$ cat src/source/ula_bus_pkg.sv
`default_nettype none

package ula_bus_pkg;

	typedef logic [7:0] cpu_byte_t;

	// port FE is selected by a low address bit 0
	localparam int fe_addr_bit = 0;
	// config port sits on address bits 1:0 both high
	localparam logic [1:0] cfg_addr_low = 2'b11;

	localparam int cfg_timing_bit = 0;
	// bit 5 of the FE read value is always high
	localparam logic fe_read_fill = 1'b1;

	typedef struct packed {
		logic [2:0] unused;
		logic       beeper;
		logic       mic;
		logic [2:0] border;
	} fe_view_t;

	typedef struct packed {
		logic [1:0] unused;
		logic       lock;
		logic       rom;
		logic       vbank;
		logic [2:0] ram;
	} paging_view_t;

	// one data bus byte, read as FE or as 7FFD depending on the port hit
	typedef union packed {
		fe_view_t     port_fe;
		paging_view_t paging;
	} port_write_u;

endpackage

`default_nettype wire

$ cat src/source/ula_video_pkg.sv
`default_nettype none

package ula_video_pkg;

	// visible screen and pixel pipeline lead
	localparam int h_area       = 256;
	localparam int v_area       = 192;
	localparam int screen_delay = 8;

	// 128K raster, 456 clocks by 311 lines
	localparam int h_lborder_128 = 48 - screen_delay;
	localparam int h_rborder_128 = 48 + screen_delay;
	localparam int h_blank1_128  = 28;
	localparam int h_sync_128    = 33;
	localparam int h_blank2_128  = 43;
	localparam int h_total_128   = h_area + h_rborder_128 + h_blank1_128 + h_sync_128
		+ h_blank2_128 + h_lborder_128;
	localparam int v_bborder_128 = 56;
	localparam int v_sync_128    = 8;
	localparam int v_tborder_128 = 55;
	localparam int v_total_128   = v_area + v_bborder_128 + v_sync_128 + v_tborder_128;

	// Pentagon raster, 448 clocks by 320 lines
	localparam int h_lborder_pent = 72 - screen_delay;
	localparam int h_rborder_pent = 56 + screen_delay;
	localparam int h_blank1_pent  = 8;
	localparam int h_sync_pent    = 33;
	localparam int h_blank2_pent  = 23;
	localparam int h_total_pent   = h_area + h_rborder_pent + h_blank1_pent + h_sync_pent
		+ h_blank2_pent + h_lborder_pent;
	localparam int v_bborder_pent = 56;
	localparam int v_sync_pent    = 8;
	localparam int v_tborder_pent = 64;
	localparam int v_total_pent   = v_area + v_bborder_pent + v_sync_pent + v_tborder_pent;

	// frame interrupt position, h range is [from, to)
	localparam int int_v_128       = 248;
	localparam int int_h_from_128  = 5;
	localparam int int_h_to_128    = 64;
	localparam int int_v_pent      = 239;
	localparam int int_h_from_pent = 318;
	localparam int int_h_to_pent   = 384;

	typedef logic [8:0] hcount_t;
	typedef logic [8:0] vcount_t;
	typedef logic [14:0] vram_addr_t;

	// screen bitmap at 0x4000, attributes at 0x5800
	localparam logic [1:0] bitmap_base = 2'b10;
	localparam logic [4:0] attr_base   = 5'b10110;

	localparam int blink_bits = 5;

endpackage

`default_nettype wire

$ cat src/source/cpu_ports.sv
`timescale 1ns/1ns
`default_nettype none

module cpu_ports import ula_bus_pkg::*; (
	input  wire        clk7,
	input  wire        rst_n,
	input  wire [15:0] addr,
	input  cpu_byte_t  cpu_data_in,
	input  wire        n_rd,
	input  wire        n_wr,
	input  wire        n_iorq,
	input  wire        n_m1,
	input  wire [4:0]  kd,
	input  wire        tape_in,
	input  cpu_byte_t  attr_next,
	output cpu_byte_t  cpu_data_out,
	output logic       cpu_data_oe,
	output logic [2:0] border,
	output logic       vbank,
	output logic       timing_128,
	output logic       beeper,
	output logic       tape_out
);

	logic        io_cycle, io_wr, io_rd;
	logic        fe_cs, p7ffd_cs, cfg_cs;
	logic        fe_mic, lock, fe_rd_q;
	port_write_u wr_byte;
	cpu_byte_t   fe_value;

	// m1 together with iorq is an interrupt acknowledge, not a port access
	assign io_cycle = !n_iorq && n_m1;
	assign io_wr    = io_cycle && !n_wr;
	assign io_rd    = io_cycle && !n_rd;

	assign fe_cs    = !addr[fe_addr_bit];
	assign p7ffd_cs = !addr[1] && !addr[15] && (addr[14] || addr[13]);
	assign cfg_cs   = addr[1:0] == cfg_addr_low;

	assign wr_byte = cpu_data_in;

	always_ff @(posedge clk7 or negedge rst_n) begin
		if (!rst_n) begin
			border     <= '0;
			beeper     <= 1'b0;
			fe_mic     <= 1'b0;
			vbank      <= 1'b0;
			lock       <= 1'b0;
			timing_128 <= 1'b0;
		end else if (io_wr) begin
			if (fe_cs) begin
				border <= wr_byte.port_fe.border;
				beeper <= wr_byte.port_fe.beeper;
				fe_mic <= wr_byte.port_fe.mic;
			end
			// paging is frozen until reset once the lock bit is written
			if (p7ffd_cs && !lock) begin
				vbank <= wr_byte.paging.vbank;
				lock  <= wr_byte.paging.lock;
			end
			if (cfg_cs)
				timing_128 <= cpu_data_in[cfg_timing_bit];
		end
	end

	always_ff @(posedge clk7 or negedge rst_n) begin
		if (!rst_n) begin
			cpu_data_oe <= 1'b0;
			fe_rd_q     <= 1'b0;
		end else begin
			cpu_data_oe <= io_rd;
			fe_rd_q     <= io_rd && fe_cs;
		end
	end

	// keyboard and tape are passed live while the read is held
	assign fe_value = {1'b1, tape_in, fe_read_fill, kd};

	// any other port returns the last attribute fetched as floating bus
	assign cpu_data_out = fe_rd_q ? fe_value : attr_next;

	assign tape_out = fe_mic ^ tape_in;

	oe_after_read: assert property (@(posedge clk7) disable iff (!rst_n)
		cpu_data_oe |-> $past(!n_iorq && !n_rd));

endmodule

`default_nettype wire

$ cat src/source/raster_timer.sv
`timescale 1ns/1ns
`default_nettype none

module raster_timer import ula_video_pkg::*; (
	input  wire     clk7,
	input  wire     rst_n,
	input  wire     timing_128,
	output hcount_t hc,
	output vcount_t vc,
	output logic    blank,
	output logic    hsync,
	output logic    vsync,
	output logic    csync,
	output logic    n_int,
	output logic    screen_load,
	output logic    screen_show,
	output logic    screen_update,
	output logic    line_end
);

	hcount_t h_last, hblank_from, hblank_to, hsync_from, hsync_to;
	hcount_t int_h_from, int_h_to;
	vcount_t v_last, vsync_from, vsync_to, int_v;
	logic    hsync0, vsync0, int_win;

	// geometry of the selected mode
	always_comb begin
		if (timing_128) begin
			h_last      = hcount_t'(h_total_128 - 1);
			hblank_from = hcount_t'(h_area + h_rborder_128);
			hsync_from  = hcount_t'(h_area + h_rborder_128 + h_blank1_128);
			hsync_to    = hcount_t'(h_area + h_rborder_128 + h_blank1_128 + h_sync_128);
			hblank_to   = hcount_t'(h_total_128 - h_lborder_128);
			v_last      = vcount_t'(v_total_128 - 1);
			vsync_from  = vcount_t'(v_area + v_bborder_128);
			vsync_to    = vcount_t'(v_area + v_bborder_128 + v_sync_128);
			int_v       = vcount_t'(int_v_128);
			int_h_from  = hcount_t'(int_h_from_128);
			int_h_to    = hcount_t'(int_h_to_128);
		end else begin
			h_last      = hcount_t'(h_total_pent - 1);
			hblank_from = hcount_t'(h_area + h_rborder_pent);
			hsync_from  = hcount_t'(h_area + h_rborder_pent + h_blank1_pent);
			hsync_to    = hcount_t'(h_area + h_rborder_pent + h_blank1_pent + h_sync_pent);
			hblank_to   = hcount_t'(h_total_pent - h_lborder_pent);
			v_last      = vcount_t'(v_total_pent - 1);
			vsync_from  = vcount_t'(v_area + v_bborder_pent);
			vsync_to    = vcount_t'(v_area + v_bborder_pent + v_sync_pent);
			int_v       = vcount_t'(int_v_pent);
			int_h_from  = hcount_t'(int_h_from_pent);
			int_h_to    = hcount_t'(int_h_to_pent);
		end
	end

	// >= so a mode switch mid line still wraps
	assign line_end = hc >= h_last;

	always_ff @(posedge clk7 or negedge rst_n) begin
		if (!rst_n) begin
			hc <= '0;
			vc <= '0;
		end else if (line_end) begin
			hc <= '0;
			if (vc >= v_last)
				vc <= '0;
			else
				vc <= vc + 1'b1;
		end else begin
			hc <= hc + 1'b1;
		end
	end

	assign hsync0 = (hc >= hsync_from) && (hc < hsync_to);
	assign vsync0 = (vc >= vsync_from) && (vc < vsync_to);
	assign blank  = vsync0 || ((hc >= hblank_from) && (hc < hblank_to));
	assign int_win = (vc == int_v) && (hc >= int_h_from) && (hc < int_h_to);

	// fetch runs over the 256 screen columns
	// the shifter loads at column offset 6
	assign screen_load   = (vc < v_area) && (hc < h_area);
	assign screen_show   = (vc < v_area) && (hc >= screen_delay - 1)
		&& (hc < h_area + screen_delay - 1);
	assign screen_update = screen_load && (hc[2:0] == 3'(screen_delay - 2));

	always_ff @(posedge clk7 or negedge rst_n) begin
		if (!rst_n) begin
			hsync <= 1'b0;
			vsync <= 1'b0;
			csync <= 1'b1;
			n_int <= 1'b1;
		end else begin
			hsync <= hsync0;
			vsync <= vsync0;
			csync <= ~(hsync0 ^ vsync0);
			n_int <= ~int_win;
		end
	end

	hc_in_line: assert property (@(posedge clk7) disable iff (!rst_n)
		$stable(timing_128) |-> hc <= h_last);

	int_on_int_line: assert property (@(posedge clk7) disable iff (!rst_n)
		!n_int && $stable(timing_128)
		|-> (vc == int_v) && (hc > int_h_from) && (hc <= int_h_to));

endmodule

`default_nettype wire

$ cat src/source/screen_pipe.sv
`timescale 1ns/1ns
`default_nettype none

module screen_pipe import ula_video_pkg::*, ula_bus_pkg::*; (
	input  wire        clk7,
	input  wire        rst_n,
	input  hcount_t    hc,
	input  vcount_t    vc,
	input  wire        blank,
	input  wire        screen_load,
	input  wire        screen_show,
	input  wire        screen_update,
	input  wire        line_end,
	input  wire [2:0]  border,
	input  wire        vbank,
	input  wire        n_mreq,
	input  wire        n_rfsh,
	input  wire        n_iorq,
	input  cpu_byte_t  vram_data,
	output vram_addr_t vram_addr,
	output logic       vram_bank,
	output logic       vram_rd,
	output cpu_byte_t  attr_next,
	output logic       r,
	output logic       g,
	output logic       b,
	output logic       i
);

	logic                  bus_idle, fetch_en;
	logic                  fetch_attr, fetch_attr_q;
	vram_addr_t            bitmap_addr, attr_addr;
	cpu_byte_t             bitmap_next, bitmap, attr;
	logic [blink_bits-1:0] blink_cnt;
	logic                  line_end_q, blink, ink_sel;
	logic [2:0]            colour;

	// refresh cycles leave the video RAM free
	assign bus_idle = (n_mreq || !n_rfsh) && n_iorq;
	assign fetch_en = screen_load && bus_idle;

	// y7 y6 y2 y1 y0 y5 y4 y3 ordering of the Spectrum bitmap
	assign bitmap_addr = {bitmap_base, vc[7:6], vc[2:0], vc[5:3], hc[7:3]};
	assign attr_addr   = {attr_base, vc[7:3], hc[7:3]};
	assign vram_bank   = vbank;

	always_ff @(posedge clk7 or negedge rst_n) begin
		if (!rst_n) begin
			vram_rd      <= 1'b0;
			vram_addr    <= '0;
			fetch_attr   <= 1'b0;
			fetch_attr_q <= 1'b0;
		end else begin
			vram_rd <= fetch_en;
			if (fetch_en) begin
				vram_addr    <= fetch_attr ? attr_addr : bitmap_addr;
				fetch_attr_q <= fetch_attr;
				fetch_attr   <= ~fetch_attr;
			end
		end
	end

	// data comes back in the cycle the address is on the bus
	always_ff @(posedge clk7) begin
		if (vram_rd && fetch_attr_q)
			attr_next <= vram_data;
		else if (!screen_load)
			attr_next <= 8'hff;
		if (vram_rd && !fetch_attr_q)
			bitmap_next <= vram_data;
	end

	always_ff @(posedge clk7 or negedge rst_n) begin
		if (!rst_n) begin
			bitmap <= '0;
			attr   <= '0;
		end else if (screen_update) begin
			bitmap <= bitmap_next;
			attr   <= attr_next;
		end else begin
			bitmap <= {bitmap[6:0], 1'b0};
		end
	end

	// one count per frame, seen the cycle after the last line wraps
	always_ff @(posedge clk7 or negedge rst_n) begin
		if (!rst_n) begin
			line_end_q <= 1'b0;
			blink_cnt  <= '0;
		end else begin
			line_end_q <= line_end;
			if (line_end_q && vc == '0)
				blink_cnt <= blink_cnt + 1'b1;
		end
	end

	assign blink   = blink_cnt[blink_bits-1];
	assign ink_sel = bitmap[7] ^ (attr[7] & blink);
	assign colour  = ink_sel ? attr[2:0] : attr[5:3];

	always_ff @(posedge clk7 or negedge rst_n) begin
		if (!rst_n) begin
			{g, r, b, i} <= 4'b0000;
		end else if (blank) begin
			{g, r, b, i} <= 4'b0000;
		end else if (!screen_show) begin
			{g, r, b} <= border;
			i <= 1'b0;
		end else begin
			{g, r, b} <= colour;
			// bright black stays black
			i <= attr[6] & (|colour);
		end
	end

endmodule

`default_nettype wire

$ cat src/source/ula_top.sv
`timescale 1ns/1ns
`default_nettype none

module ula_top import ula_video_pkg::*, ula_bus_pkg::*; (
	input  wire        clk7,
	input  wire        rst_n,
	input  wire [15:0] addr,
	input  cpu_byte_t  cpu_data_in,
	input  wire        n_rd,
	input  wire        n_wr,
	input  wire        n_iorq,
	input  wire        n_m1,
	input  wire        n_mreq,
	input  wire        n_rfsh,
	input  wire [4:0]  kd,
	input  wire        tape_in,
	input  cpu_byte_t  vram_data,
	output cpu_byte_t  cpu_data_out,
	output wire        cpu_data_oe,
	output wire        beeper,
	output wire        tape_out,
	output vram_addr_t vram_addr,
	output wire        vram_bank,
	output wire        vram_rd,
	output wire        r,
	output wire        g,
	output wire        b,
	output wire        i,
	output wire        hsync,
	output wire        vsync,
	output wire        csync,
	output wire        n_int
);

	hcount_t   hc;
	vcount_t   vc;
	wire       blank, screen_load, screen_show, screen_update, line_end;
	wire [2:0] border;
	wire       vbank, timing_128;
	cpu_byte_t attr_next;

	raster_timer raster_timer_i (
		.clk7(clk7), .rst_n(rst_n), .timing_128(timing_128),
		.hc(hc), .vc(vc), .blank(blank),
		.hsync(hsync), .vsync(vsync), .csync(csync), .n_int(n_int),
		.screen_load(screen_load), .screen_show(screen_show),
		.screen_update(screen_update), .line_end(line_end)
	);

	cpu_ports cpu_ports_i (
		.clk7(clk7), .rst_n(rst_n), .addr(addr), .cpu_data_in(cpu_data_in),
		.n_rd(n_rd), .n_wr(n_wr), .n_iorq(n_iorq), .n_m1(n_m1),
		.kd(kd), .tape_in(tape_in), .attr_next(attr_next),
		.cpu_data_out(cpu_data_out), .cpu_data_oe(cpu_data_oe),
		.border(border), .vbank(vbank), .timing_128(timing_128),
		.beeper(beeper), .tape_out(tape_out)
	);

	screen_pipe screen_pipe_i (
		.clk7(clk7), .rst_n(rst_n), .hc(hc), .vc(vc), .blank(blank),
		.screen_load(screen_load), .screen_show(screen_show),
		.screen_update(screen_update), .line_end(line_end),
		.border(border), .vbank(vbank),
		.n_mreq(n_mreq), .n_rfsh(n_rfsh), .n_iorq(n_iorq),
		.vram_data(vram_data), .vram_addr(vram_addr), .vram_bank(vram_bank),
		.vram_rd(vram_rd), .attr_next(attr_next),
		.r(r), .g(g), .b(b), .i(i)
	);

endmodule

`default_nettype wire

$ cat config.mk
export PLATFORM = sky130hd
export DESIGN_NAME = ula_top
export DESIGN_NICKNAME = d
export VERILOG_FILES = /design/src/source/ula_bus_pkg.sv /design/src/source/ula_video_pkg.sv /design/src/source/cpu_ports.sv /design/src/source/raster_timer.sv /design/src/source/screen_pipe.sv /design/src/source/ula_top.sv
export SDC_FILE = /design/constraint.sdc
export NUM_CORES = 1
export LEC_CHECK = 0
export ABC_AREA = 1
export BUFFER_PORTS_ARGS = -buffer_cell sky130_fd_sc_hd__buf_2
export CORE_ASPECT_RATIO = 1.1
export CORE_MARGIN = 4
export CORE_UTILIZATION = 45
export CTS_CLUSTER_DIAMETER = 60
export DETAILED_ROUTE_END_ITERATION = 10
export GPL_ROUTABILITY_DRIVEN = 0
export HOLD_SLACK_MARGIN = 0.02
export PLACE_DENSITY = 0.7
export SETUP_SLACK_MARGIN = 0.4
export SLEW_MARGIN = 30
export SYNTH_ARGS = -nofsm -noshare
export SYNTH_HDL_FRONTEND = slang
export SYNTH_SLANG_ARGS = --single-unit
$ cat constraint.sdc
create_clock -name clk7 -period 2.8 [get_ports clk7]
set_input_delay 0.42 -clock clk7 [delete_from_list [all_inputs] [get_ports clk7]]
set_output_delay 0.42 -clock clk7 [all_outputs]
set_load 0.05 [all_outputs]
* Word-level counts from Yosys, hierarchy flattened
Cells that the tools add are included.
Word-level totals: input port bits 46, logic and storage cells 121, output and inout bits 36, bits in registers 92
Operators by class: mux-type cells 25, bitwise logic cells 9, reductions and logical operators 38, $add $sub $neg 3, order comparisons 14, equal/unequal tests 4
Operator list (count):
- $ge 9x9->1 | 5
- $mux 9 | 4
- $mux 8 | 4
- $lt 9x9->1 | 3
- $lt 9x9->1 const B | 3
- $logic_and 1x1->1 | 21
- $add 9x1->9 const B | 2
- $mux 5 | 3
- $mux 7 | 2
- $mux 13 | 1
- $eq 9x8->1 | 1
- $ge 9x3->1 const B | 1
- $ge 9x8->1 const B | 1
- $logic_not 1->1 | 9
- $logic_not 9->1 | 1
- $lt 9x8->1 const B | 1
- $mux 1 | 8
- $mux 6 | 1
- $reduce_and 2->1 | 3
- $add 5x1->5 const B | 1
- $mux 4 | 1
- $not 1->1 | 4
- $eq 3x3->1 const B | 1
- $logic_or 1x1->1 | 3
- other kinds (6) | 9

* Longest topological paths before layout
depth in word-level cells 7, gate-level depth with buffers 11, gate-level depth less buffers 10

* Modules after synthesis
Synthesis repeated with hierarchy kept, for this count alone.
Second synthesis, totals: cells, all modules 550, area, all modules 4823.4 µm²
Modules (own cells, without submodules):
- screen_pipe | times used 1, area each 2374.8 µm², seq. area each 1556.5 µm², cells each 219
- raster_timer | times used 1, area each 1920.6 µm², seq. area each 553.0 µm², cells each 261
- cpu_ports | times used 1, area each 528.0 µm², seq. area each 250.2 µm², cells each 70

* Worst setup path after synthesis
No wires, ideal clock.
path kind register to register, start register cpu_ports_i.timing_128, end register raster_timer_i.vc[3], cell stages (with the launch flop) 12, arrival 1.853 ns, library setup time 0.118 ns, path buffers 2, clock period less this slack 1.971 ns, slack 0.829 ns, data required time 2.682 ns, path through dfrtp_1 -> inv_1 -> ha_1 -> inv_2 -> a21oi_4 -> o21ai_2 -> nand2_1 -> nand2_2 -> buf_6 -> buf_8 -> nand3b_1 -> nand2_1
On the way: elaborated cells on any way between the ends 5, those cells by class 2 x order compare; 3 x mux
RTL lines:
- start: declaration | line cpu_ports.sv:20 | output logic timing_128,
- start signal: assignment | line cpu_ports.sv:62 | timing_128 <= cpu_data_in[cfg_timing_bit];
- $mux 7 | line raster_timer.sv:28 | if (timing_128) begin
- $ge 9x9->1 | line raster_timer.sv:56 | assign line_end = hc >= h_last;
- via line_end | line ula_top.sv:37 | wire blank, screen_load, screen_show, screen_update, line_end;
- end signal: assignment | line raster_timer.sv:67 | vc <= vc + 1'b1;
- end: declaration | line raster_timer.sv:9 | output vcount_t vc,
The timed path passes the listed nets, and every way through them passes these cells. A chain may end at the register's enable or synchronous reset.

* Worst setup path in the final report
start register raster_timer_i.hc[6], end register raster_timer_i.vc[8]
On the way: longest elaborated chain between the ends 1
Ends and longest elaborated chain:
- start: declaration | line raster_timer.sv:8 | output hcount_t hc,
- start signal: assignment | line raster_timer.sv:69 | hc <= hc + 1'b1;
- $ge 9x9->1 | line raster_timer.sv:56
Every way passes these cells.

==> flow_summary_export.csv <==
group,metric,value,unit
timing,worstMarginPinSlew,684,ps
cells_and_area,drive_gt1_frac,0.221,
global_routing,grt_max_degree,76,
synthesis,syn_nets,591,
synthesis,yosys_warnings,0,
cells_and_area,regArea,2360,sq um
synthesis,ys_types,41,
detailed_routing,drt-wirelength-per-cell,13.9,um
timing,fin_crit_sh,0.775,
critical_path,cp.arrival,2430,ps
worst_hold_path,min_path_type,"in -> async",
global_routing,grt_pass1_vias,3659,
job,maxCapViolCount,0,
detailed_routing,vias_per_cell,5.02,
synthesis,synthesis.area,4640,sq um
critical_path,rrSetupSlack,630,ps
synthesis,ys_seq_elements,91,
floorplan,core_area,9980,sq um
timing,slew_viol_final,0,
cells_and_area,fillers,935,
cells_and_area,fin_nets,659,
floorplan,die_x,105,um
global_routing,grt_pass1_wl,17.3,mm
timing,final_hold_viol_count,0,
critical_path,required,3060,ps
timing,period_needed,2170,ps
clock_tree,cts_resized,0,
clock_tree,cts_buffers,9,
clock_tree,post_cts_buffers,0,
cells_and_area,multiInputGateArea,1960,sq um
floorplan,pin_count,82,
synthesis,synth-main-ff-cell,"dfrtp_1",
floorplan,fp.dieH,115,um
synthesis,yosysSeqAreaShare,0.508,
critical_path,crit_type,"reg -> reg",
detailed_routing,via_count,3586,
cells_and_area,final_core_util,0.523,
cells_and_area,area_growth_syn_to_layout,12.6,%
critical_path,critPathCaptureType,"flip-flop",
global_routing,antenna_found_initial,0,
pwr,power,0.00271,W
global_routing,overflow,0,
clock_tree,hold_buffers,0,
clock_tree,cts.reportedPaths.clkPinSlew,90,ps
critical_path,crit_path_max_fanout,10,
timing,tns,0,ps
floorplan,fp-row-count,38,
place,pre_cts_ws,694,ps
synthesis,avgSynthCellArea,8.91,sq um
critical_path,critPathLaunchType,"flip-flop",
detailed_routing,drt_iter0_drc,185,
detailed_routing,drc,0,
place,hpwl,7.35,mm
clock_tree,root_buffer,"clkbuf_8",
timing,setup_ws,629,ps
run_status,status,"completed",
synthesis,synth-async-reset-ratio,0.824,
pwr,leakagePower,2.62,nW
global_routing,grt_use_total,0.178,
detailed_routing,dr.pass1.iters,4,
clock_tree,htree_levels,3,
timing,finalClockSkew,12.0,ps
detailed_routing,ant_nets,0,
clock_tree,clock_latency,360,ps
timing,fmax,0.461,GHz
clock_tree,cts.sinks,91,
synthesis,synth_edf_count,16,
pwr,power_density,519,nW/um^2
timing,slew_headroom,0.542,
timing,setup_violations,0,
clock_tree,cts_max_path_buffers,2,
pwr,peakVddDrop,0.310,mV
floorplan,start_util,0.465,
clock_tree,cts_tree,"built",
detailed_routing,finalWirelength,9.96,mm
place,io_buffers,67,
cells_and_area,final_cells,714,
cells_and_area,antenna_cells,0,
place,dp_cells,698,
timing,rsz0062_at_grt,"false",
synthesis,syn_inst,521,
floorplan,fp.dieArea,12000,sq um
where the power goes:
group,internal [W],switching (W)
Combinational,0.000133,0.000303
Sequential,0.00142,0.0000425
Clock,0.000331,0.000480
Total,0.00188,0.000826
through the flow:
stage	hold WS, ps	cell area, sq um
4_1_cts	210	5220
6_report	57.3	5230
3_5_place_dp	430	5050
3_3_place_gp	427	5050
2_1_floorplan	124	4640
5_1_grt	120	5230
synth_stat cells, types with 2 or more instances:
cell      count  area (sq um)
nand2_1     152           571
dfrtp_1      73          1830
inv_1        50           188
nor2_1       40           150
nand3_1      28           140
ha_1         24           300
o21ai_0      20           100
a21oi_1      16          80.1
edfxtp_1     16           480
or2_2        11          68.8
nor3_1        8          40.0
o21ai_2       7          61.3
xor2_1        7          61.3
nand4_1       6          37.5
buf_4         5          37.5
nand2_2       5          31.3
buf_2         4          20.0
inv_2         4          15.0
mux2_2        4          45.0
nor3_2        4          40.0
xnor2_1       4          35.0
buf_6         3          33.8
nand3b_1      3          22.5
nor2_2        3          18.8
o211ai_1      3          22.5
dfstp_2       2          52.6
nand3_2       2          20.0
nor4_1        2          12.5
o21bai_1      2          15.0
o22ai_1       2          12.5
path summary, 6_finish.rpt:
check	start	cells past startpoint	endpoint
worst max register to register	raster_timer_i.hc[6]$_DFF_PN0_	9	raster_timer_i.vc[8]$_DFFE_PN0N_
worst max-delay path	raster_timer_i.hc[6]$_DFF_PN0_	9	raster_timer_i.vc[8]$_DFFE_PN0N_
worst min-delay path	rst_n	1	raster_timer_i.vc[3]$_DFFE_PN0N_
max in group asynchronous	rst_n	1	screen_pipe_i.attr[2]$_DFFE_PN0N_
min in group clk7	n_rd	2	cpu_ports_i.cpu_data_oe$_DFF_PN0_
worst min register to register	screen_pipe_i.bitmap_next[2]$_DFFE_PP_	2	screen_pipe_i.bitmap[2]$_DFF_PN0_
metal layers:
metal	global-route usage	wire, um	vias up
met2	0.297	4790	98
met1	0.233	4400	1675
met5	0	0	-
met3	0.0378	642	10
met4	0.0569	126	0
li1	-	-	1803
cells in the final DEF (no fill, tap or decap), drive strengths merged:
| cell type | netlist | final |
|---|---|---|
| xor2 | 7 | 7 |
| nor4 | 3 | 3 |
| dfrtp | 73 | 73 |
| and2 | 1 | 1 |
| nand2 | 157 | 157 |
| inv | 54 | 57 |
| conb | 1 | 1 |
| nand4 | 6 | 6 |
| or2 | 12 | 12 |
| a21oi | 17 | 17 |
| clkinv | 1 | 3 |
| nor2 | 44 | 44 |
| mux2 | 4 | 4 |
| nor3 | 12 | 12 |
| nand3b | 3 | 3 |
| ha | 24 | 24 |
| o211ai | 3 | 3 |
| dfstp | 2 | 2 |
| edfxtp | 16 | 16 |
| clkinvlp | 0 | 1 |
| nand3 | 31 | 31 |
| o21ai | 28 | 28 |
| clkbuf | 1 | 10 |
| xnor2 | 4 | 4 |
| o22ai | 2 | 2 |
| buf | 13 | 71 |
| o21bai | 2 | 2 |
logic make-up (layout without fill, tap and decap cells):
group / after synthesis / count (layout) / synth area share
buffers and inverters: 69 / 142 / 0.0682
muxes: 4 / 4 / 0.00971
other: 1 / 1 / 0.000808
AOI/OAI and AO/OA: 52 / 52 / 0.0674
DFF: 91 / 91 / 0.508
and+or+nand+nor: 269 / 269 / 0.260
xor gates and xnor gates: 11 / 11 / 0.0208
adders and majority gates: 24 / 24 / 0.0647
registers in the layout, summed over array words and instances (netlist names), 3 cells and up:
register,flops
screen_pipe_i.attr_next,8
screen_pipe_i.bitmap,8
cpu_ports_i.border,3
raster_timer_i.hc,9
screen_pipe_i.bitmap_next,8
screen_pipe_i.blink_cnt,5
raster_timer_i.vc,9
screen_pipe_i.attr,8
screen_pipe_i.vram_addr,14
area by class of cell:
type / instances / share of cell area
Sequential cell: 91 / 0.452
Timing Repair Buffer: 71 / 0.0711
Multi-Input combinational cell: 361 / 0.376
Clock inverter: 6 / 0.00886
Tap cell: 120 / 0.0287
Clock buffer: 10 / 0.0244
Inverter: 55 / 0.0395
worst max-delay path, cell delays in order (launching register included):
cell      delay, ps
dfrtp_1         600
inv_2           150
ha_1            370
inv_1           100
nor3_1          170
nand2_1          90
nand2_2          80
clkinv_1        270
nor2_1          180
nor2_1           60
(Power assumes the default switching activity.)
